[src/logic/hash_table_pkg.sv]
// hash table shared definitions
package hash_table_pkg;

  localparam int KEY_WIDTH        = 16;
  localparam int VALUE_WIDTH      = 16;
  localparam int BUCKET_WIDTH     = 3;
  localparam int BUCKET_COUNT     = 2 ** BUCKET_WIDTH;
  localparam int TABLE_ADDR_WIDTH = 4;
  localparam int TABLE_DEPTH      = 2 ** TABLE_ADDR_WIDTH;
  localparam int RAM_LATENCY      = 2;

  typedef enum logic {
    CMD_INSERT,
    CMD_SEARCH
  } ht_cmd_t;

  typedef enum logic [2:0] {
    INSERT_SUCCESS                   = 3'd0,
    INSERT_SUCCESS_SAME_KEY          = 3'd1,
    INSERT_NOT_SUCCESS_TABLE_IS_FULL = 3'd2,
    SEARCH_FOUND                     = 3'd3,
    SEARCH_NOT_FOUND                 = 3'd4
  } ht_res_t;

  typedef struct packed {
    ht_cmd_t                cmd;
    logic [KEY_WIDTH-1:0]   key;
    logic [VALUE_WIDTH-1:0] value;
  } ht_cmd_req_t;

  typedef struct packed {
    ht_cmd_t                     cmd;
    logic [KEY_WIDTH-1:0]        key;
    logic [VALUE_WIDTH-1:0]      value;
    logic [BUCKET_WIDTH-1:0]     bucket;
    logic [TABLE_ADDR_WIDTH-1:0] head_ptr;
    logic                        head_ptr_val;
  } ht_data_task_t;

  // one chain entry as stored in the data RAM
  typedef struct packed {
    logic [KEY_WIDTH-1:0]        key;
    logic [VALUE_WIDTH-1:0]      value;
    logic [TABLE_ADDR_WIDTH-1:0] next_ptr;
    logic                        next_ptr_val;
  } ram_data_t;

  typedef struct packed {
    ht_cmd_t                cmd;
    logic [KEY_WIDTH-1:0]   key;
    logic [VALUE_WIDTH-1:0] value;
    ht_res_t                res;
  } ht_result_t;

  typedef struct packed {
    logic [BUCKET_WIDTH-1:0]     bucket;
    logic [TABLE_ADDR_WIDTH-1:0] ptr;
    logic                        en;
  } ht_head_wr_t;

  typedef struct packed {
    logic [TABLE_ADDR_WIDTH-1:0] addr;
    logic                        en;
  } ht_ram_rd_t;

  typedef struct packed {
    logic [TABLE_ADDR_WIDTH-1:0] addr;
    ram_data_t                   data;
    logic                        en;
  } ht_ram_wr_t;

endpackage

[src/logic/ht_data_insert.sv]
// insert engine
`timescale 1ns/1ps

module ht_data_insert (
  input  logic                                        clk_i,
  input  logic                                        rst_i,
  input  hash_table_pkg::ht_data_task_t               task_i,
  input  logic                                        task_valid_i,
  output logic                                        task_ready_o,
  output hash_table_pkg::ht_ram_rd_t                  rd_o,
  input  hash_table_pkg::ram_data_t                   rd_data_i,
  input  logic                                        rd_data_val_i,
  output hash_table_pkg::ht_ram_wr_t                  wr_o,
  input  logic [hash_table_pkg::TABLE_ADDR_WIDTH-1:0] empty_addr_i,
  input  logic                                        empty_addr_val_i,
  output logic                                        empty_addr_rd_ack_o,
  output hash_table_pkg::ht_head_wr_t                 head_wr_o,
  output hash_table_pkg::ht_result_t                  result_o,
  output logic                                        result_valid_o
);

  typedef enum logic [2:0] {
    S_IDLE,
    S_WALK,
    S_KEY_MATCH,
    S_FULL,
    S_HEAD_WR,
    S_NEW_WR,
    S_TAIL_WR,
    S_TAIL_LINK
  } state_t;

  state_t                                      state_q;
  state_t                                      state_d;
  hash_table_pkg::ht_data_task_t               task_q;
  hash_table_pkg::ram_data_t                   cur_q;
  logic [hash_table_pkg::TABLE_ADDR_WIDTH-1:0] rd_addr_q;
  logic                                        rd_go_q;
  logic                                        accept;
  logic                                        key_match;
  logic                                        at_tail;
  logic                                        step;

  assign task_ready_o = (state_q == S_IDLE);
  assign accept       = task_ready_o && task_valid_i;
  assign key_match    = (rd_data_i.key == task_q.key);
  assign at_tail      = !rd_data_i.next_ptr_val;
  // follow next_ptr to the following entry
  assign step         = (state_q == S_WALK) && rd_data_val_i && !key_match && !at_tail;

  always_comb
  begin
    state_d = state_q;
    case (state_q)
      S_IDLE:
        if (task_valid_i)
        begin
          if (task_i.head_ptr_val)
            state_d = S_WALK;
          else
            state_d = empty_addr_val_i ? S_HEAD_WR : S_FULL;
        end
      S_WALK:
        if (rd_data_val_i)
        begin
          if (key_match)
            state_d = S_KEY_MATCH;
          else if (at_tail)
            state_d = empty_addr_val_i ? S_TAIL_WR : S_FULL;
        end
      S_HEAD_WR: state_d = S_NEW_WR;
      S_TAIL_WR: state_d = S_TAIL_LINK;
      default:   state_d = S_IDLE;
    endcase
  end

  always_ff @(posedge clk_i or posedge rst_i)
  begin
    if (rst_i)
    begin
      state_q <= S_IDLE;
      rd_go_q <= 1'b0;
    end
    else
    begin
      state_q <= state_d;
      rd_go_q <= (accept && task_i.head_ptr_val) || step;
    end
  end

  always_ff @(posedge clk_i)
  begin
    if (accept)
    begin
      task_q    <= task_i;
      rd_addr_q <= task_i.head_ptr;
    end
    else if (step)
      rd_addr_q <= rd_data_i.next_ptr;
    // last entry read, kept for rewrite and tail link
    if ((state_q == S_WALK) && rd_data_val_i)
      cur_q <= rd_data_i;
  end

  assign rd_o.addr = rd_addr_q;
  assign rd_o.en   = rd_go_q;

  always_comb
  begin
    wr_o.addr = rd_addr_q;
    wr_o.data = cur_q;
    wr_o.en   = 1'b0;
    case (state_q)
      S_KEY_MATCH:
      begin
        wr_o.data.value = task_q.value;
        wr_o.en         = 1'b1;
      end
      S_NEW_WR, S_TAIL_WR:
      begin
        wr_o.addr              = empty_addr_i;
        wr_o.data.key          = task_q.key;
        wr_o.data.value        = task_q.value;
        wr_o.data.next_ptr     = '0;
        wr_o.data.next_ptr_val = 1'b0;
        wr_o.en                = 1'b1;
      end
      S_TAIL_LINK:
      begin
        wr_o.data.next_ptr     = empty_addr_i;
        wr_o.data.next_ptr_val = 1'b1;
        wr_o.en                = 1'b1;
      end
      default:
      begin
        wr_o.en = 1'b0;
      end
    endcase
  end

  assign head_wr_o.bucket = task_q.bucket;
  assign head_wr_o.ptr    = empty_addr_i;
  assign head_wr_o.en     = (state_q == S_HEAD_WR);

  // free address is used up once the entry is linked
  assign empty_addr_rd_ack_o = (state_q == S_NEW_WR) || (state_q == S_TAIL_LINK);

  always_comb
  begin
    result_o.cmd   = task_q.cmd;
    result_o.key   = task_q.key;
    result_o.value = task_q.value;
    case (state_q)
      S_KEY_MATCH: result_o.res = hash_table_pkg::INSERT_SUCCESS_SAME_KEY;
      S_FULL:      result_o.res = hash_table_pkg::INSERT_NOT_SUCCESS_TABLE_IS_FULL;
      default:     result_o.res = hash_table_pkg::INSERT_SUCCESS;
    endcase
  end

  assign result_valid_o = (state_q == S_KEY_MATCH) || (state_q == S_FULL) ||
                          (state_q == S_NEW_WR) || (state_q == S_TAIL_LINK);

endmodule

[src/logic/ht_data_ram.sv]
// chain entry memory
`timescale 1ns/1ps

module ht_data_ram (
  input  logic                       clk_i,
  input  logic                       rst_i,
  input  hash_table_pkg::ht_ram_rd_t ins_rd_i,
  input  hash_table_pkg::ht_ram_rd_t srch_rd_i,
  input  hash_table_pkg::ht_ram_wr_t wr_i,
  output hash_table_pkg::ram_data_t  rd_data_o,
  output logic                       rd_data_val_o
);

  hash_table_pkg::ram_data_t                   mem_q [hash_table_pkg::TABLE_DEPTH];
  hash_table_pkg::ram_data_t                   data_pipe_q [hash_table_pkg::RAM_LATENCY];
  logic [hash_table_pkg::RAM_LATENCY-1:0]      val_pipe_q;
  logic                                        rd_en;
  logic [hash_table_pkg::TABLE_ADDR_WIDTH-1:0] rd_addr;

  // only one engine reads at a time
  assign rd_en   = ins_rd_i.en || srch_rd_i.en;
  assign rd_addr = ins_rd_i.en ? ins_rd_i.addr : srch_rd_i.addr;

  always_ff @(posedge clk_i)
  begin
    if (wr_i.en)
      mem_q[wr_i.addr] <= wr_i.data;
    data_pipe_q[0] <= mem_q[rd_addr];
    for (int i = 1; i < hash_table_pkg::RAM_LATENCY; i++)
      data_pipe_q[i] <= data_pipe_q[i-1];
  end

  always_ff @(posedge clk_i or posedge rst_i)
  begin
    if (rst_i)
      val_pipe_q <= '0;
    else
    begin
      val_pipe_q[0] <= rd_en;
      for (int i = 1; i < hash_table_pkg::RAM_LATENCY; i++)
        val_pipe_q[i] <= val_pipe_q[i-1];
    end
  end

  assign rd_data_o     = data_pipe_q[hash_table_pkg::RAM_LATENCY-1];
  assign rd_data_val_o = val_pipe_q[hash_table_pkg::RAM_LATENCY-1];

endmodule

[src/logic/ht_data_search.sv]
// search engine
`timescale 1ns/1ps

module ht_data_search (
  input  logic                          clk_i,
  input  logic                          rst_i,
  input  hash_table_pkg::ht_data_task_t task_i,
  input  logic                          task_valid_i,
  output logic                          task_ready_o,
  output hash_table_pkg::ht_ram_rd_t    rd_o,
  input  hash_table_pkg::ram_data_t     rd_data_i,
  input  logic                          rd_data_val_i,
  output hash_table_pkg::ht_result_t    result_o,
  output logic                          result_valid_o
);

  typedef enum logic [1:0] {
    S_IDLE,
    S_WALK,
    S_DONE
  } state_t;

  state_t                                      state_q;
  state_t                                      state_d;
  hash_table_pkg::ht_data_task_t               task_q;
  logic [hash_table_pkg::TABLE_ADDR_WIDTH-1:0] rd_addr_q;
  logic [hash_table_pkg::VALUE_WIDTH-1:0]      value_q;
  logic                                        found_q;
  logic                                        rd_go_q;
  logic                                        accept;
  logic                                        key_match;
  logic                                        step;

  assign task_ready_o = (state_q == S_IDLE);
  assign accept       = task_ready_o && task_valid_i;
  assign key_match    = (rd_data_i.key == task_q.key);
  assign step = (state_q == S_WALK) && rd_data_val_i && !key_match && rd_data_i.next_ptr_val;

  always_comb
  begin
    state_d = state_q;
    case (state_q)
      S_IDLE:
        if (task_valid_i)
          state_d = task_i.head_ptr_val ? S_WALK : S_DONE;
      S_WALK:
        if (rd_data_val_i && !step)
          state_d = S_DONE;
      default: state_d = S_IDLE;
    endcase
  end

  always_ff @(posedge clk_i or posedge rst_i)
  begin
    if (rst_i)
    begin
      state_q <= S_IDLE;
      rd_go_q <= 1'b0;
    end
    else
    begin
      state_q <= state_d;
      rd_go_q <= (accept && task_i.head_ptr_val) || step;
    end
  end

  // miss reports value 0
  always_ff @(posedge clk_i)
  begin
    if (accept)
    begin
      task_q    <= task_i;
      rd_addr_q <= task_i.head_ptr;
      found_q   <= 1'b0;
      value_q   <= '0;
    end
    else if (step)
      rd_addr_q <= rd_data_i.next_ptr;
    else if ((state_q == S_WALK) && rd_data_val_i && key_match)
    begin
      found_q <= 1'b1;
      value_q <= rd_data_i.value;
    end
  end

  assign rd_o.addr = rd_addr_q;
  assign rd_o.en   = rd_go_q;

  assign result_o.cmd   = task_q.cmd;
  assign result_o.key   = task_q.key;
  assign result_o.value = value_q;
  assign result_o.res   = found_q ? hash_table_pkg::SEARCH_FOUND :
                                    hash_table_pkg::SEARCH_NOT_FOUND;
  assign result_valid_o = (state_q == S_DONE);

endmodule

[src/logic/ht_empty_ptr_store.sv]
// free entry address FIFO
`timescale 1ns/1ps

module ht_empty_ptr_store (
  input  logic                                        clk_i,
  input  logic                                        rst_i,
  output logic [hash_table_pkg::TABLE_ADDR_WIDTH-1:0] empty_addr_o,
  output logic                                        empty_addr_val_o,
  input  logic                                        rd_ack_i
);

  logic [hash_table_pkg::TABLE_ADDR_WIDTH-1:0] fifo_q [hash_table_pkg::TABLE_DEPTH];
  logic [hash_table_pkg::TABLE_ADDR_WIDTH:0]   wr_ptr_q;
  logic [hash_table_pkg::TABLE_ADDR_WIDTH:0]   rd_ptr_q;
  logic                                        init_busy;

  // write pointer doubles as the init counter, top bit marks done
  assign init_busy        = !wr_ptr_q[hash_table_pkg::TABLE_ADDR_WIDTH];
  assign empty_addr_o     = fifo_q[rd_ptr_q[hash_table_pkg::TABLE_ADDR_WIDTH-1:0]];
  assign empty_addr_val_o = !init_busy && (rd_ptr_q != wr_ptr_q);

  always_ff @(posedge clk_i or posedge rst_i)
  begin
    if (rst_i)
    begin
      wr_ptr_q <= '0;
      rd_ptr_q <= '0;
    end
    else
    begin
      if (init_busy)
        wr_ptr_q <= wr_ptr_q + 1'b1;
      if (rd_ack_i && empty_addr_val_o)
        rd_ptr_q <= rd_ptr_q + 1'b1;
    end
  end

  // addresses go in ascending order
  always_ff @(posedge clk_i)
  begin
    if (init_busy)
      fifo_q[wr_ptr_q[hash_table_pkg::TABLE_ADDR_WIDTH-1:0]] <=
        wr_ptr_q[hash_table_pkg::TABLE_ADDR_WIDTH-1:0];
  end

endmodule

[src/logic/ht_head_lookup.sv]
// bucket hash and head table
`timescale 1ns/1ps

module ht_head_lookup (
  input  logic                          clk_i,
  input  logic                          rst_i,
  input  hash_table_pkg::ht_cmd_req_t   req_i,
  input  logic                          req_valid_i,
  output logic                          req_ready_o,
  input  hash_table_pkg::ht_head_wr_t   head_wr_i,
  output hash_table_pkg::ht_data_task_t ins_task_o,
  output logic                          ins_valid_o,
  input  logic                          ins_ready_i,
  output hash_table_pkg::ht_data_task_t srch_task_o,
  output logic                          srch_valid_o,
  input  logic                          srch_ready_i
);

  logic [hash_table_pkg::TABLE_ADDR_WIDTH-1:0] head_ptr_q [hash_table_pkg::BUCKET_COUNT];
  logic [hash_table_pkg::BUCKET_COUNT-1:0]     head_val_q;
  logic [hash_table_pkg::BUCKET_WIDTH-1:0]     bucket;
  hash_table_pkg::ht_data_task_t               task_q;
  logic                                        task_val_q;
  logic                                        is_insert;

  // fold the low nine key bits
  assign bucket      = req_i.key[2:0] ^ req_i.key[5:3] ^ req_i.key[8:6];
  assign req_ready_o = !task_val_q;
  assign is_insert   = (task_q.cmd == hash_table_pkg::CMD_INSERT);

  assign ins_task_o   = task_q;
  assign srch_task_o  = task_q;
  assign ins_valid_o  = task_val_q && is_insert;
  assign srch_valid_o = task_val_q && !is_insert;

  always_ff @(posedge clk_i or posedge rst_i)
  begin
    if (rst_i)
    begin
      head_val_q <= '0;
      task_val_q <= 1'b0;
    end
    else
    begin
      if (head_wr_i.en)
        head_val_q[head_wr_i.bucket] <= 1'b1;
      if (req_valid_i && req_ready_o)
        task_val_q <= 1'b1;
      else if ((ins_valid_o && ins_ready_i) || (srch_valid_o && srch_ready_i))
        task_val_q <= 1'b0;
    end
  end

  always_ff @(posedge clk_i)
  begin
    if (head_wr_i.en)
      head_ptr_q[head_wr_i.bucket] <= head_wr_i.ptr;
    if (req_valid_i && req_ready_o)
    begin
      task_q.cmd          <= req_i.cmd;
      task_q.key          <= req_i.key;
      task_q.value        <= req_i.value;
      task_q.bucket       <= bucket;
      task_q.head_ptr     <= head_ptr_q[bucket];
      task_q.head_ptr_val <= head_val_q[bucket];
    end
  end

endmodule

[src/logic/ht_top.sv]
// hash table top level
`timescale 1ns/1ps

module ht_top (
  input  logic        clk_i,
  input  logic        rst_i,
  input  logic [1:0]  wb_adr_i,
  input  logic [31:0] wb_dat_i,
  output logic [31:0] wb_dat_o,
  input  logic        wb_we_i,
  input  logic        wb_stb_i,
  input  logic        wb_cyc_i,
  output logic        wb_ack_o
);

  hash_table_pkg::ht_cmd_req_t                 req;
  logic                                        req_valid;
  logic                                        req_ready;
  hash_table_pkg::ht_data_task_t               ins_task;
  logic                                        ins_valid;
  logic                                        ins_ready;
  hash_table_pkg::ht_data_task_t               srch_task;
  logic                                        srch_valid;
  logic                                        srch_ready;
  hash_table_pkg::ht_head_wr_t                 head_wr;
  hash_table_pkg::ht_ram_rd_t                  ins_rd;
  hash_table_pkg::ht_ram_rd_t                  srch_rd;
  hash_table_pkg::ht_ram_wr_t                  ram_wr;
  hash_table_pkg::ram_data_t                   rd_data;
  logic                                        rd_data_val;
  logic [hash_table_pkg::TABLE_ADDR_WIDTH-1:0] empty_addr;
  logic                                        empty_addr_val;
  logic                                        empty_addr_ack;
  hash_table_pkg::ht_result_t                  ins_result;
  logic                                        ins_result_valid;
  hash_table_pkg::ht_result_t                  srch_result;
  logic                                        srch_result_valid;
  hash_table_pkg::ht_result_t                  result;
  logic                                        result_valid;

  // one task at a time, so at most one engine reports
  assign result       = ins_result_valid ? ins_result : srch_result;
  assign result_valid = ins_result_valid || srch_result_valid;

  ht_wb_port i_port (
    .clk_i          (clk_i),
    .rst_i          (rst_i),
    .wb_adr_i       (wb_adr_i),
    .wb_dat_i       (wb_dat_i),
    .wb_dat_o       (wb_dat_o),
    .wb_we_i        (wb_we_i),
    .wb_stb_i       (wb_stb_i),
    .wb_cyc_i       (wb_cyc_i),
    .wb_ack_o       (wb_ack_o),
    .req_o          (req),
    .req_valid_o    (req_valid),
    .req_ready_i    (req_ready),
    .result_i       (result),
    .result_valid_i (result_valid)
  );

  ht_head_lookup i_lookup (
    .clk_i        (clk_i),
    .rst_i        (rst_i),
    .req_i        (req),
    .req_valid_i  (req_valid),
    .req_ready_o  (req_ready),
    .head_wr_i    (head_wr),
    .ins_task_o   (ins_task),
    .ins_valid_o  (ins_valid),
    .ins_ready_i  (ins_ready),
    .srch_task_o  (srch_task),
    .srch_valid_o (srch_valid),
    .srch_ready_i (srch_ready)
  );

  ht_empty_ptr_store i_free (
    .clk_i            (clk_i),
    .rst_i            (rst_i),
    .empty_addr_o     (empty_addr),
    .empty_addr_val_o (empty_addr_val),
    .rd_ack_i         (empty_addr_ack)
  );

  ht_data_ram i_ram (
    .clk_i         (clk_i),
    .rst_i         (rst_i),
    .ins_rd_i      (ins_rd),
    .srch_rd_i     (srch_rd),
    .wr_i          (ram_wr),
    .rd_data_o     (rd_data),
    .rd_data_val_o (rd_data_val)
  );

  ht_data_insert i_insert (
    .clk_i               (clk_i),
    .rst_i               (rst_i),
    .task_i              (ins_task),
    .task_valid_i        (ins_valid),
    .task_ready_o        (ins_ready),
    .rd_o                (ins_rd),
    .rd_data_i           (rd_data),
    .rd_data_val_i       (rd_data_val),
    .wr_o                (ram_wr),
    .empty_addr_i        (empty_addr),
    .empty_addr_val_i    (empty_addr_val),
    .empty_addr_rd_ack_o (empty_addr_ack),
    .head_wr_o           (head_wr),
    .result_o            (ins_result),
    .result_valid_o      (ins_result_valid)
  );

  ht_data_search i_search (
    .clk_i          (clk_i),
    .rst_i          (rst_i),
    .task_i         (srch_task),
    .task_valid_i   (srch_valid),
    .task_ready_o   (srch_ready),
    .rd_o           (srch_rd),
    .rd_data_i      (rd_data),
    .rd_data_val_i  (rd_data_val),
    .result_o       (srch_result),
    .result_valid_o (srch_result_valid)
  );

endmodule

[src/logic/ht_wb_port.sv]
// wishbone command port
`timescale 1ns/1ps

module ht_wb_port (
  input  logic                        clk_i,
  input  logic                        rst_i,
  input  logic [1:0]                  wb_adr_i,
  input  logic [31:0]                 wb_dat_i,
  output logic [31:0]                 wb_dat_o,
  input  logic                        wb_we_i,
  input  logic                        wb_stb_i,
  input  logic                        wb_cyc_i,
  output logic                        wb_ack_o,
  output hash_table_pkg::ht_cmd_req_t req_o,
  output logic                        req_valid_o,
  input  logic                        req_ready_i,
  input  hash_table_pkg::ht_result_t  result_i,
  input  logic                        result_valid_i
);

  logic                       bus_cycle;
  logic                       cmd_wr;
  logic                       res_rd;
  logic                       other_acc;
  logic                       issue;
  logic                       pending_q;
  logic                       wr_ack_q;
  logic                       rd_ack_q;
  hash_table_pkg::ht_result_t last_q;

  assign bus_cycle = wb_stb_i && wb_cyc_i;
  // addresses 0 and 1 carry commands
  assign cmd_wr    = bus_cycle && wb_we_i && !wb_adr_i[1];
  assign res_rd    = bus_cycle && !wb_we_i && (wb_adr_i == 2'd2);
  assign other_acc = bus_cycle && !cmd_wr && !res_rd;
  // a held stb must not start a second task
  assign issue     = cmd_wr && !pending_q && !wr_ack_q;

  always_ff @(posedge clk_i or posedge rst_i)
  begin
    if (rst_i)
    begin
      req_valid_o <= 1'b0;
      pending_q   <= 1'b0;
      wr_ack_q    <= 1'b0;
      rd_ack_q    <= 1'b0;
    end
    else
    begin
      wr_ack_q <= result_valid_i;
      rd_ack_q <= res_rd && !rd_ack_q;
      if (req_valid_o && req_ready_i)
        req_valid_o <= 1'b0;
      else if (issue)
      begin
        req_valid_o <= 1'b1;
        pending_q   <= 1'b1;
      end
      if (result_valid_i)
        pending_q <= 1'b0;
    end
  end

  always_ff @(posedge clk_i)
  begin
    if (issue)
    begin
      req_o.cmd   <= wb_adr_i[0] ? hash_table_pkg::CMD_SEARCH : hash_table_pkg::CMD_INSERT;
      req_o.key   <= wb_dat_i[31:16];
      req_o.value <= wb_dat_i[15:0];
    end
    if (result_valid_i)
      last_q <= result_i;
  end

  assign wb_dat_o = res_rd ? {13'd0, last_q.res, last_q.value} : 32'd0;
  assign wb_ack_o = wr_ack_q || rd_ack_q || other_acc;

endmodule

[config.mk]
export PLATFORM = sky130hd
export DESIGN_NAME = ht_top
export DESIGN_NICKNAME = d
export VERILOG_FILES = /design/src/logic/hash_table_pkg.sv /design/src/logic/ht_data_insert.sv /design/src/logic/ht_data_ram.sv /design/src/logic/ht_data_search.sv /design/src/logic/ht_empty_ptr_store.sv /design/src/logic/ht_head_lookup.sv /design/src/logic/ht_top.sv /design/src/logic/ht_wb_port.sv
export SDC_FILE = /design/constraint.sdc
export NUM_CORES = 1
export LEC_CHECK = 0
export BUFFER_PORTS_ARGS = -buffer_cell sky130_fd_sc_hd__buf_2
export CAP_MARGIN = 20
export CORE_ASPECT_RATIO = 0.7
export CORE_UTILIZATION = 60
export DETAILED_ROUTE_END_ITERATION = 10
export HOLD_SLACK_MARGIN = 0.12
export PLACE_DENSITY = 0.86
export SYNTH_ARGS = -nofsm -noshare
export SYNTH_HDL_FRONTEND = slang
export SYNTH_SLANG_ARGS = --single-unit
[constraint.sdc]
create_clock -name clk_i -period 12.4 [get_ports clk_i]
set_input_delay 2.48 -clock clk_i [delete_from_list [all_inputs] [get_ports clk_i]]
set_output_delay 2.48 -clock clk_i [all_outputs]
set_load 0.01 [all_outputs]
==> metrics.md, run 1 <==
| Metric | Value |
|---|---|
| Status | `completed` |
| Final nets | `2057` |
| Clk sink count | `roughly 1.0k` |
| Min-delay src | `i_ram.data_pipe_q[0][3]$_DFF_P_` |
| Post-synth ARST share | `under 10%` |
| Most frequent CP cell | `buf_2` |
| Main flop type after synthesis | `edfxtp_1` |
| Clock skew | `between 0.02 and 0.025 ns` |
| Worst min path class | `flip-flop to flip-flop` |
| FMAX | `roughly 0.17 GHz` |
| Post-synthesis sequential area ratio | `77.3%` |
| Synth warnings | `0` |
| IO Pins | `just over 70` |
| Total Routing Usage GR | `a little over a quarter` |
| Worst-path clk slew | `about 0.06 ns` |
| Final worst setup slack | `about 6.5 ns` |
| Final HPWL DP | `~43 mm` |
| Port bufs | `between 50 and 60` |
| Fin Hold WS | `~0.32 ns` |
| DRT Pass-1 Iters | `6` |
| GP Congestion | `0.879` |
| Pleak | `~0.014 µW` |
| Yosys reg bits | `1000` |
| Commonest non-fill, non-tap cells in the layout | `edfxtp_1, mux4_2, nand2_1` |
| Largest net degree at the start of global routing | `between 100 and 150` |
| Worst-Margin Slew | `1.16 ns` |
| Crit path buf inv count | `2` |
| Crit path DAT | `around 3.5 ns` |
| Antenna violations before repair | `2` |
| H-tree lvl count | `3` |
| P_int | `about 6800 µW` |
| Clk buf depth | `3` |
| Hold Vio Cnt, Final | `0` |
| Final slew viol count | `0` |
| Delay-heaviest family, CP | `simple AND/OR/NAND/NOR gates` |
| Starting density of the core | `60.8%` |
| Num CTS Buffers | `86` |
| Max-slew headroom | `approximately 23%` |
| Die width | `approximately 300 µm` |
| Synth top area share | `a little over two thirds` |
| First-pass GRT wire length | `approximately 120 mm` |
| Drt wl/cell | `about 29 µm` |
| Critical path class | `primary input to output pin` |
| Number of remaining DRC errors | `0` |
| Skew-Pair Late Insertion Delay | `~0.65 ns` |
| Number of max-cap violations | `0` |
| Reg2Reg Setup Slack | `approximately 8.3 ns` |
| Post-CTS setup buffers | `0` |
| Antenna-violating nets left | `0` |
| Rows | `76` |
| Commonest non-fill, non-tap cell in the layout | `edfxtp_1` |
| Part of the power in the clock network | `31.7%` |
| Synth Cell Area | `roughly 37000 µm²` |
| Layout Area Growth over Synthesis | `12.1%` |
| Hold EP | `i_ram.data_pipe_q[0][40]$_DFF_P_` |
| TNS Setup | `0 ns` |
| Routed wire length | `about 84 mm` |
| R2R depth | `6` |
| CP Capture Type | `output pin` |
| Die ar. | `around 63000 µm²` |
| Worst Path Required | `slightly below 10 ns` |
| Area leader, netlist | `edfxtp_1` |
| Gate count after technology mapping | `roughly 1.9k` |
| Detailed Route Iter0 Violations | `between 2k and 3k` |
| Clk root buf | `clkbuf_16` |
| CP Cell Sequence | `buf_2 -> nand2b_1 -> nand3_1 -> a21oi_1 -> or3_1 -> buf_2` |
| Minimum clock period | `~5.9 ns` |
| Post-synth cell types | `65` |
| Crit Path Max Fanout | `3` |
| Synth top area cells | `edfxtp_1, mux4_2, dfxtp_1` |
| Logic pwr share | `between 20 and 25%` |
| PwrDens | `224 nW/µm²` |
| Final period util | `between 40% and 50%` |
| Util after Layout | `68.2%` |
| PostCTS Resize Cnt | `0` |
| # hold bufs at CTS | `0` |
| Sw frac | `between 20% and 30%` |
| Number of synthesized flops with an enable pin | `a little under 900` |
| Critical R2R Launch | `i_insert.state_q[2]$_DFFE_PP0P_` |
| Psw | `about 2600 µW` |
| CORE AREA | `about 62000 µm²` |
| CTS tree | `built` |
| Seq pwr share | `between 40 and 50%` |
| Routed vias/inst | `6.56` |
| Hold Path Depth | `0` |
| Max VDD drop | `roughly 160 µV` |
| Terminus of the critical flop-to-flop path | `i_ram.mem_q[3][29]$_DFFE_PP_` |
| Setup-failing EPs final | `0` |
| Total gr overflow | `0` |
| Crit-path max cell delay | `around 0.37 ns` |
| Worst path slowest cell | `or3_1` |
| DR vias | `~19k` |
| RSZ-0062 raised after global routing | `no` |
| Total chip power | `approximately 9400 µW` |
| Avg Cell Area, Syn | `~20 µm²` |
| Chip Height | `about 210 µm` |
| Share of layout cells above drive strength 1 | `between 20% and 30%` |
| Crit start category | `primary input` |
| Pre-CTS setup slack | `6.44 ns` |
| Vias in the first global route | `approximately 20k` |
## synthesized netlist by cell type, types with 13 or more instances
master	count
dfrtp_1	32
and3_1	13
inv_1	15
edfxtp_1	877
a21oi_1	27
nor3_1	14
buf_4	17
mux2i_1	29
mux2_2	45
a211oi_1	37
nand3_1	26
o21ai_0	23
nand2_1	124
mux4_2	163
nor2_1	26
clkbuf_1	48
buf_2	25
a31oi_1	38
xor2_1	40
dfxtp_1	91
and2_1	64
## worst max path at each step
| stage | endpoint | startpoint | slack, ns | cells past startpoint |
|---|---|---|---|---|
| after floorplan | i_port.req_o[0]$_DFFE_PP_ | wb_adr_i[1] | 6.02 | 2 |
| after global placement | wb_dat_o[11] | wb_we_i | 6.44 | 7 |
| after detailed placement | wb_ack_o | wb_adr_i[1] | 6.44 | 6 |
| after CTS | wb_dat_o[13] | wb_we_i | 6.43 | 7 |
| after global routing | wb_dat_o[14] | wb_we_i | 6.37 | 7 |
| final | wb_ack_o | wb_adr_i[1] | 6.46 | 6 |
## sequential cells by signal, summed over array words and instances (netlist names), 19 cells and up
signal and cells:
i_ram.mem_q 592, i_ram.data_pipe_q 74, i_free.fifo_q 64, i_lookup.ins_task_o 41
i_insert.cur_q 37, i_port.req_o 33, i_insert.result_o 32, i_lookup.head_ptr_q 32
i_port.last_q 19
## layer usage
layer  vias up  track usage, %  share of wire [%]
met4         4            10.0                3.4
met3       228            5.89                 11
met1      9781            37.2                 37
met5         -               0              0.061
met2      1275            43.6                 48
li1       7795               -                  -
## power groups by stage
| stage | clock (µW) | combinational (µW) | sequential (µW) |
|---|---|---|---|
| 6_report | 2970 | 1890 | 4530 |
| 5_1_grt | 3120 | 1990 | 4560 |
| 2_1_floorplan | 0 | 1350 | 4450 |
| 3_3_place_gp | 0 | 1740 | 4540 |
| 3_5_place_dp | 0 | 1810 | 4570 |
| 4_1_cts | 3000 | 1860 | 4520 |
## cell families after synthesis
logic type / count (synthesis) / synth area share, %
flops: 1000 / 77.3
simple gates: 327 / 4.48
mux: 249 / 12.3
compound gates: 165 / 2.94
buf+inv: 119 / 1.66
xor+xnor: 51 / 1.19
fa+ha+maj: 5 / 0.167
other cells: 1 / 0.0100
## per-stage QoR
step                instance area (µm²)  instances
floorplan                         37500       1929
global placement                  38700       2737
detailed placement                38700       2738
CTS                               41900       2900
global route                      42000       2906
finish                            42000       2907
## area by class of cell
class                           instances  area, µm²
Antenna cell                            1       2.50
Timing Repair Buffer                   99        683
Tap cell                              819       1020
Clock inverter                         58        811
Sequential cell                      1000      29000
Inverter                               16       60.1
Multi-Input combinational cell        810       8120
Clock buffer                          104       2340
Fill cell                            3581      19600
Note: power is estimated with default switching activity, not from simulation.
==> run 2, diff against run 1 <==
- clock period: 12.4 -> 5.9 ns (I/O delays scaled with it)
==> run 2 against run 1 <==
Count of clock-buffer cells in the layout is 8 higher. Register-to-register slack worse by 6.3 ns. Flip-flop and latch count stayed put. Clock skew is 0.00056 ns lower. Highest routed layer is now met4.
==> metrics.md, run 2 (synthesis gave the netlist of run 1 again) <==
| Metric | Value |
|---|---|
| Status | `completed` |
| Seq. cell area | `29000 µm² (unchanged)` |
| Hold Vio Cnt, Final | `0 (unchanged)` |
| DR vias | `18.7k (-1.9%)` |
| Final period util | `approximately two thirds` |
| IO Pins | `72 (unchanged)` |
| Number of remaining DRC errors | `0 (unchanged)` |
| H-tree lvl count | `3 (unchanged)` |
| Final worst setup slack | `1.98 ns (-4.49 ns)` |
| CTS tree | `built` |
| Met3 wire length | `7.91 mm (-14%)` |
| Rows | `76 (unchanged)` |
| CP Capture Type | `flip-flop` |
| Port bufs | `58 (unchanged)` |
| Setup-failing EPs final | `0 (unchanged)` |
| Clock skew | `0.0228 ns (-0.000555 ns)` |
| DR WL met2 | `38.3 mm (-6.0%)` |
| Worst-path clk slew | `0.06 ns (about the same)` |
| Antenna violations before repair | `1 (-1)` |
| ANT cells | `0 (-1)` |
| First-pass GRT wire length | `121 mm (-2.4%)` |
| Die width | `301 µm (unchanged)` |
| Drt wl/cell | `27.8 µm (-3.8%)` |
| Pre-CTS setup slack | `1.70 ns (-4.74 ns)` |
| TNS Setup | `0 ns (unchanged)` |
| Final nets | `2059 (+0.097%)` |
| Commonest non-fill, non-tap cell in the layout | `edfxtp_1` |
| Fin Hold WS | `0.320 ns (-0.00320 ns)` |
| Post-CTS setup buffers | `0 (unchanged)` |
| Max reg flops | `592 (unchanged)` |
| FILL cells | `3653 (+2.0%)` |
| Multi-input gate area | `8120 µm² (unchanged)` |
| Hold Path Depth | `0 (unchanged)` |
| R2R depth | `6 (unchanged)` |
| Hold EP | `i_ram.data_pipe_q[0][45]$_DFF_P_` |
| Routed wire length | `81.0 mm (-3.7%)` |
| Placed Instance Area | `38800 µm² (+0.11%)` |
| Post-route insts no fill | `2908 (+0.034%)` |
| Total Routing Usage GR | `26.3% (-0.90 points)` |
| Critical R2R Launch | `i_free.rd_ptr_q[0]$_DFFE_PP0P_` |
| Biggest register | `i_ram.mem_q` |
| Crit path DAT | `4.19 ns (+0.73 ns)` |
| Crit start category | `flip-flop` |
| Largest net degree at the start of global routing | `77 (-27%)` |
| Critical path startpoint | `i_free.rd_ptr_q[0]$_DFFE_PP0P_` |
| Worst Path Required | `6.17 ns (-3.75 ns)` |
| Worst min path class | `flip-flop to flip-flop` |
| RSZ-0062 raised after global routing | `no` |
| Detailed Route Iter0 Violations | `2283 (-11%)` |
| Terminus of the critical flop-to-flop path | `i_ram.mem_q[15][28]$_DFFE_PP_` |
| DRT met1 WL | `32.0 mm (+2.4%)` |
| Share of layout cells above drive strength 1 | `23.6% (+0.22 points)` |
| Min-delay src | `i_ram.data_pipe_q[0][8]$_DFF_P_` |
| Clk sink count | `1000 (unchanged)` |
| DRT Pass-1 Iters | `6 (unchanged)` |
| Vias in the first global route | `19.1k (-2.2%)` |
| Die ar. | `63500 µm² (unchanged)` |
| Max-slew headroom | `26.4% (+3.4 points)` |
| PostCTS Resize Cnt | `0 (unchanged)` |
| PwrDens | `462 nW/µm² (+110%)` |
| Post-Place Cells | `2740 (+0.073%)` |
| Routed vias/inst | `6.44 (-1.9%)` |
| FMAX | `roughly 0.25 GHz` |
| Fin area | `41800 µm² (-0.40%)` |
| Reg2Reg Setup Slack | `1.98 ns (-6.33 ns)` |
| Chip Height | `211 µm (unchanged)` |
| Final slew viol count | `0 (unchanged)` |
| # hold bufs at CTS | `0 (unchanged)` |
| Total gr overflow | `0 (unchanged)` |
| GP Congestion | `0.875 (-0.42%)` |
| Minimum clock period | `roughly 3.9 ns` |
| Starting density of the core | `60.8% (unchanged)` |
| Worst-Margin Slew | `1.08 ns (-0.0736 ns)` |
| Commonest non-fill, non-tap cells in the layout | `edfxtp_1, mux4_2, nand2_1` |
| Final HPWL DP | `45.2 mm (+4.4%)` |
| DR top layer | `met4` |
| Skew-Pair Late Insertion Delay | `0.66 ns (about the same)` |
| CORE AREA | `61600 µm² (unchanged)` |
| Max VDD drop | `529 µV (+230%)` |
| Clk root buf | `clkbuf_16` |
| Number of max-cap violations | `0 (unchanged)` |
| Clk buf depth | `3 (unchanged)` |
| Antenna-violating nets left | `0 (unchanged)` |
| Num CTS Buffers | `87 (+1.2%)` |
| Critical path class | `flip-flop to flip-flop` |
| Pleak | `0.0139 µW (-0.55%)` |
| Layout Area Growth over Synthesis | `11.6%` |
| Crit Path Max Fanout | `37 (+34)` |
run 2: cell types whose count changed in the layout (fill, tap and decap cells not counted), sizes merged:
cell / before / now
clkbuf: 104 / 112
clkinvlp: 6 / 7
bufinv: 20 / 10
buf: 99 / 100
clkinv: 29 / 32
inv: 19 / 18
diode: 1 / 0
run 2: layer usage:
metal  GRT usage (%)  vias to the layer above
met5               0                        -
met4            9.21                        0
met3            6.26                      177
met2            40.5                     1091
met1            37.4                     9657
li1                -                     7798
run 2: how the worst max path moves through the flow:
stage	endpoint	slack, ns
detailed placement	i_ram.mem_q[7][21]$_DFFE_PP_	1.70
floorplan	i_port.req_o[0]$_DFFE_PP_	0.82
finish	i_ram.mem_q[15][28]$_DFFE_PP_	1.98
CTS	i_ram.mem_q[7][34]$_DFFE_PP_	1.62
global route	i_ram.mem_q[15][28]$_DFFE_PP_	1.78
global placement	i_ram.mem_q[14][21]$_DFFE_PP_	1.88
run 2: critical path, cell delays in order (launching register included):
cell,delay [ns]
dfrtp_1,0.71
buf_4,0.41
mux2i_1,0.13
a221oi_1,0.30
o21ai_1,0.18
o221ai_2,0.78
and3b_2,0.97
run 2: layout make-up:
type	instances	area share, %
clock buffers	112	5.67
clock inverters	51	1.40
inverters	16	0.144
multi-input cells	810	19.4
flip-flops and latches	1000	69.2
well taps	819	2.45
repair buffers	100	1.71
run 2: power breakdown:
part	internal, µW	leakage, µW	switching [µW]
clock	3310	0.00144	2580
combinational	1570	0.00334	2350
sequential	8980	0.00916	523
total	13900	0.0139	5450
run 2: through the flow:
step | utilization [%] | power, µW
final | 67.9 | 19300
after global routing | 67.9 | 20000
after CTS | 67.7 | 19400
after detailed placement | 62.9 | 13400
after global placement | 62.9 | 13200
after floorplan | - | 12200
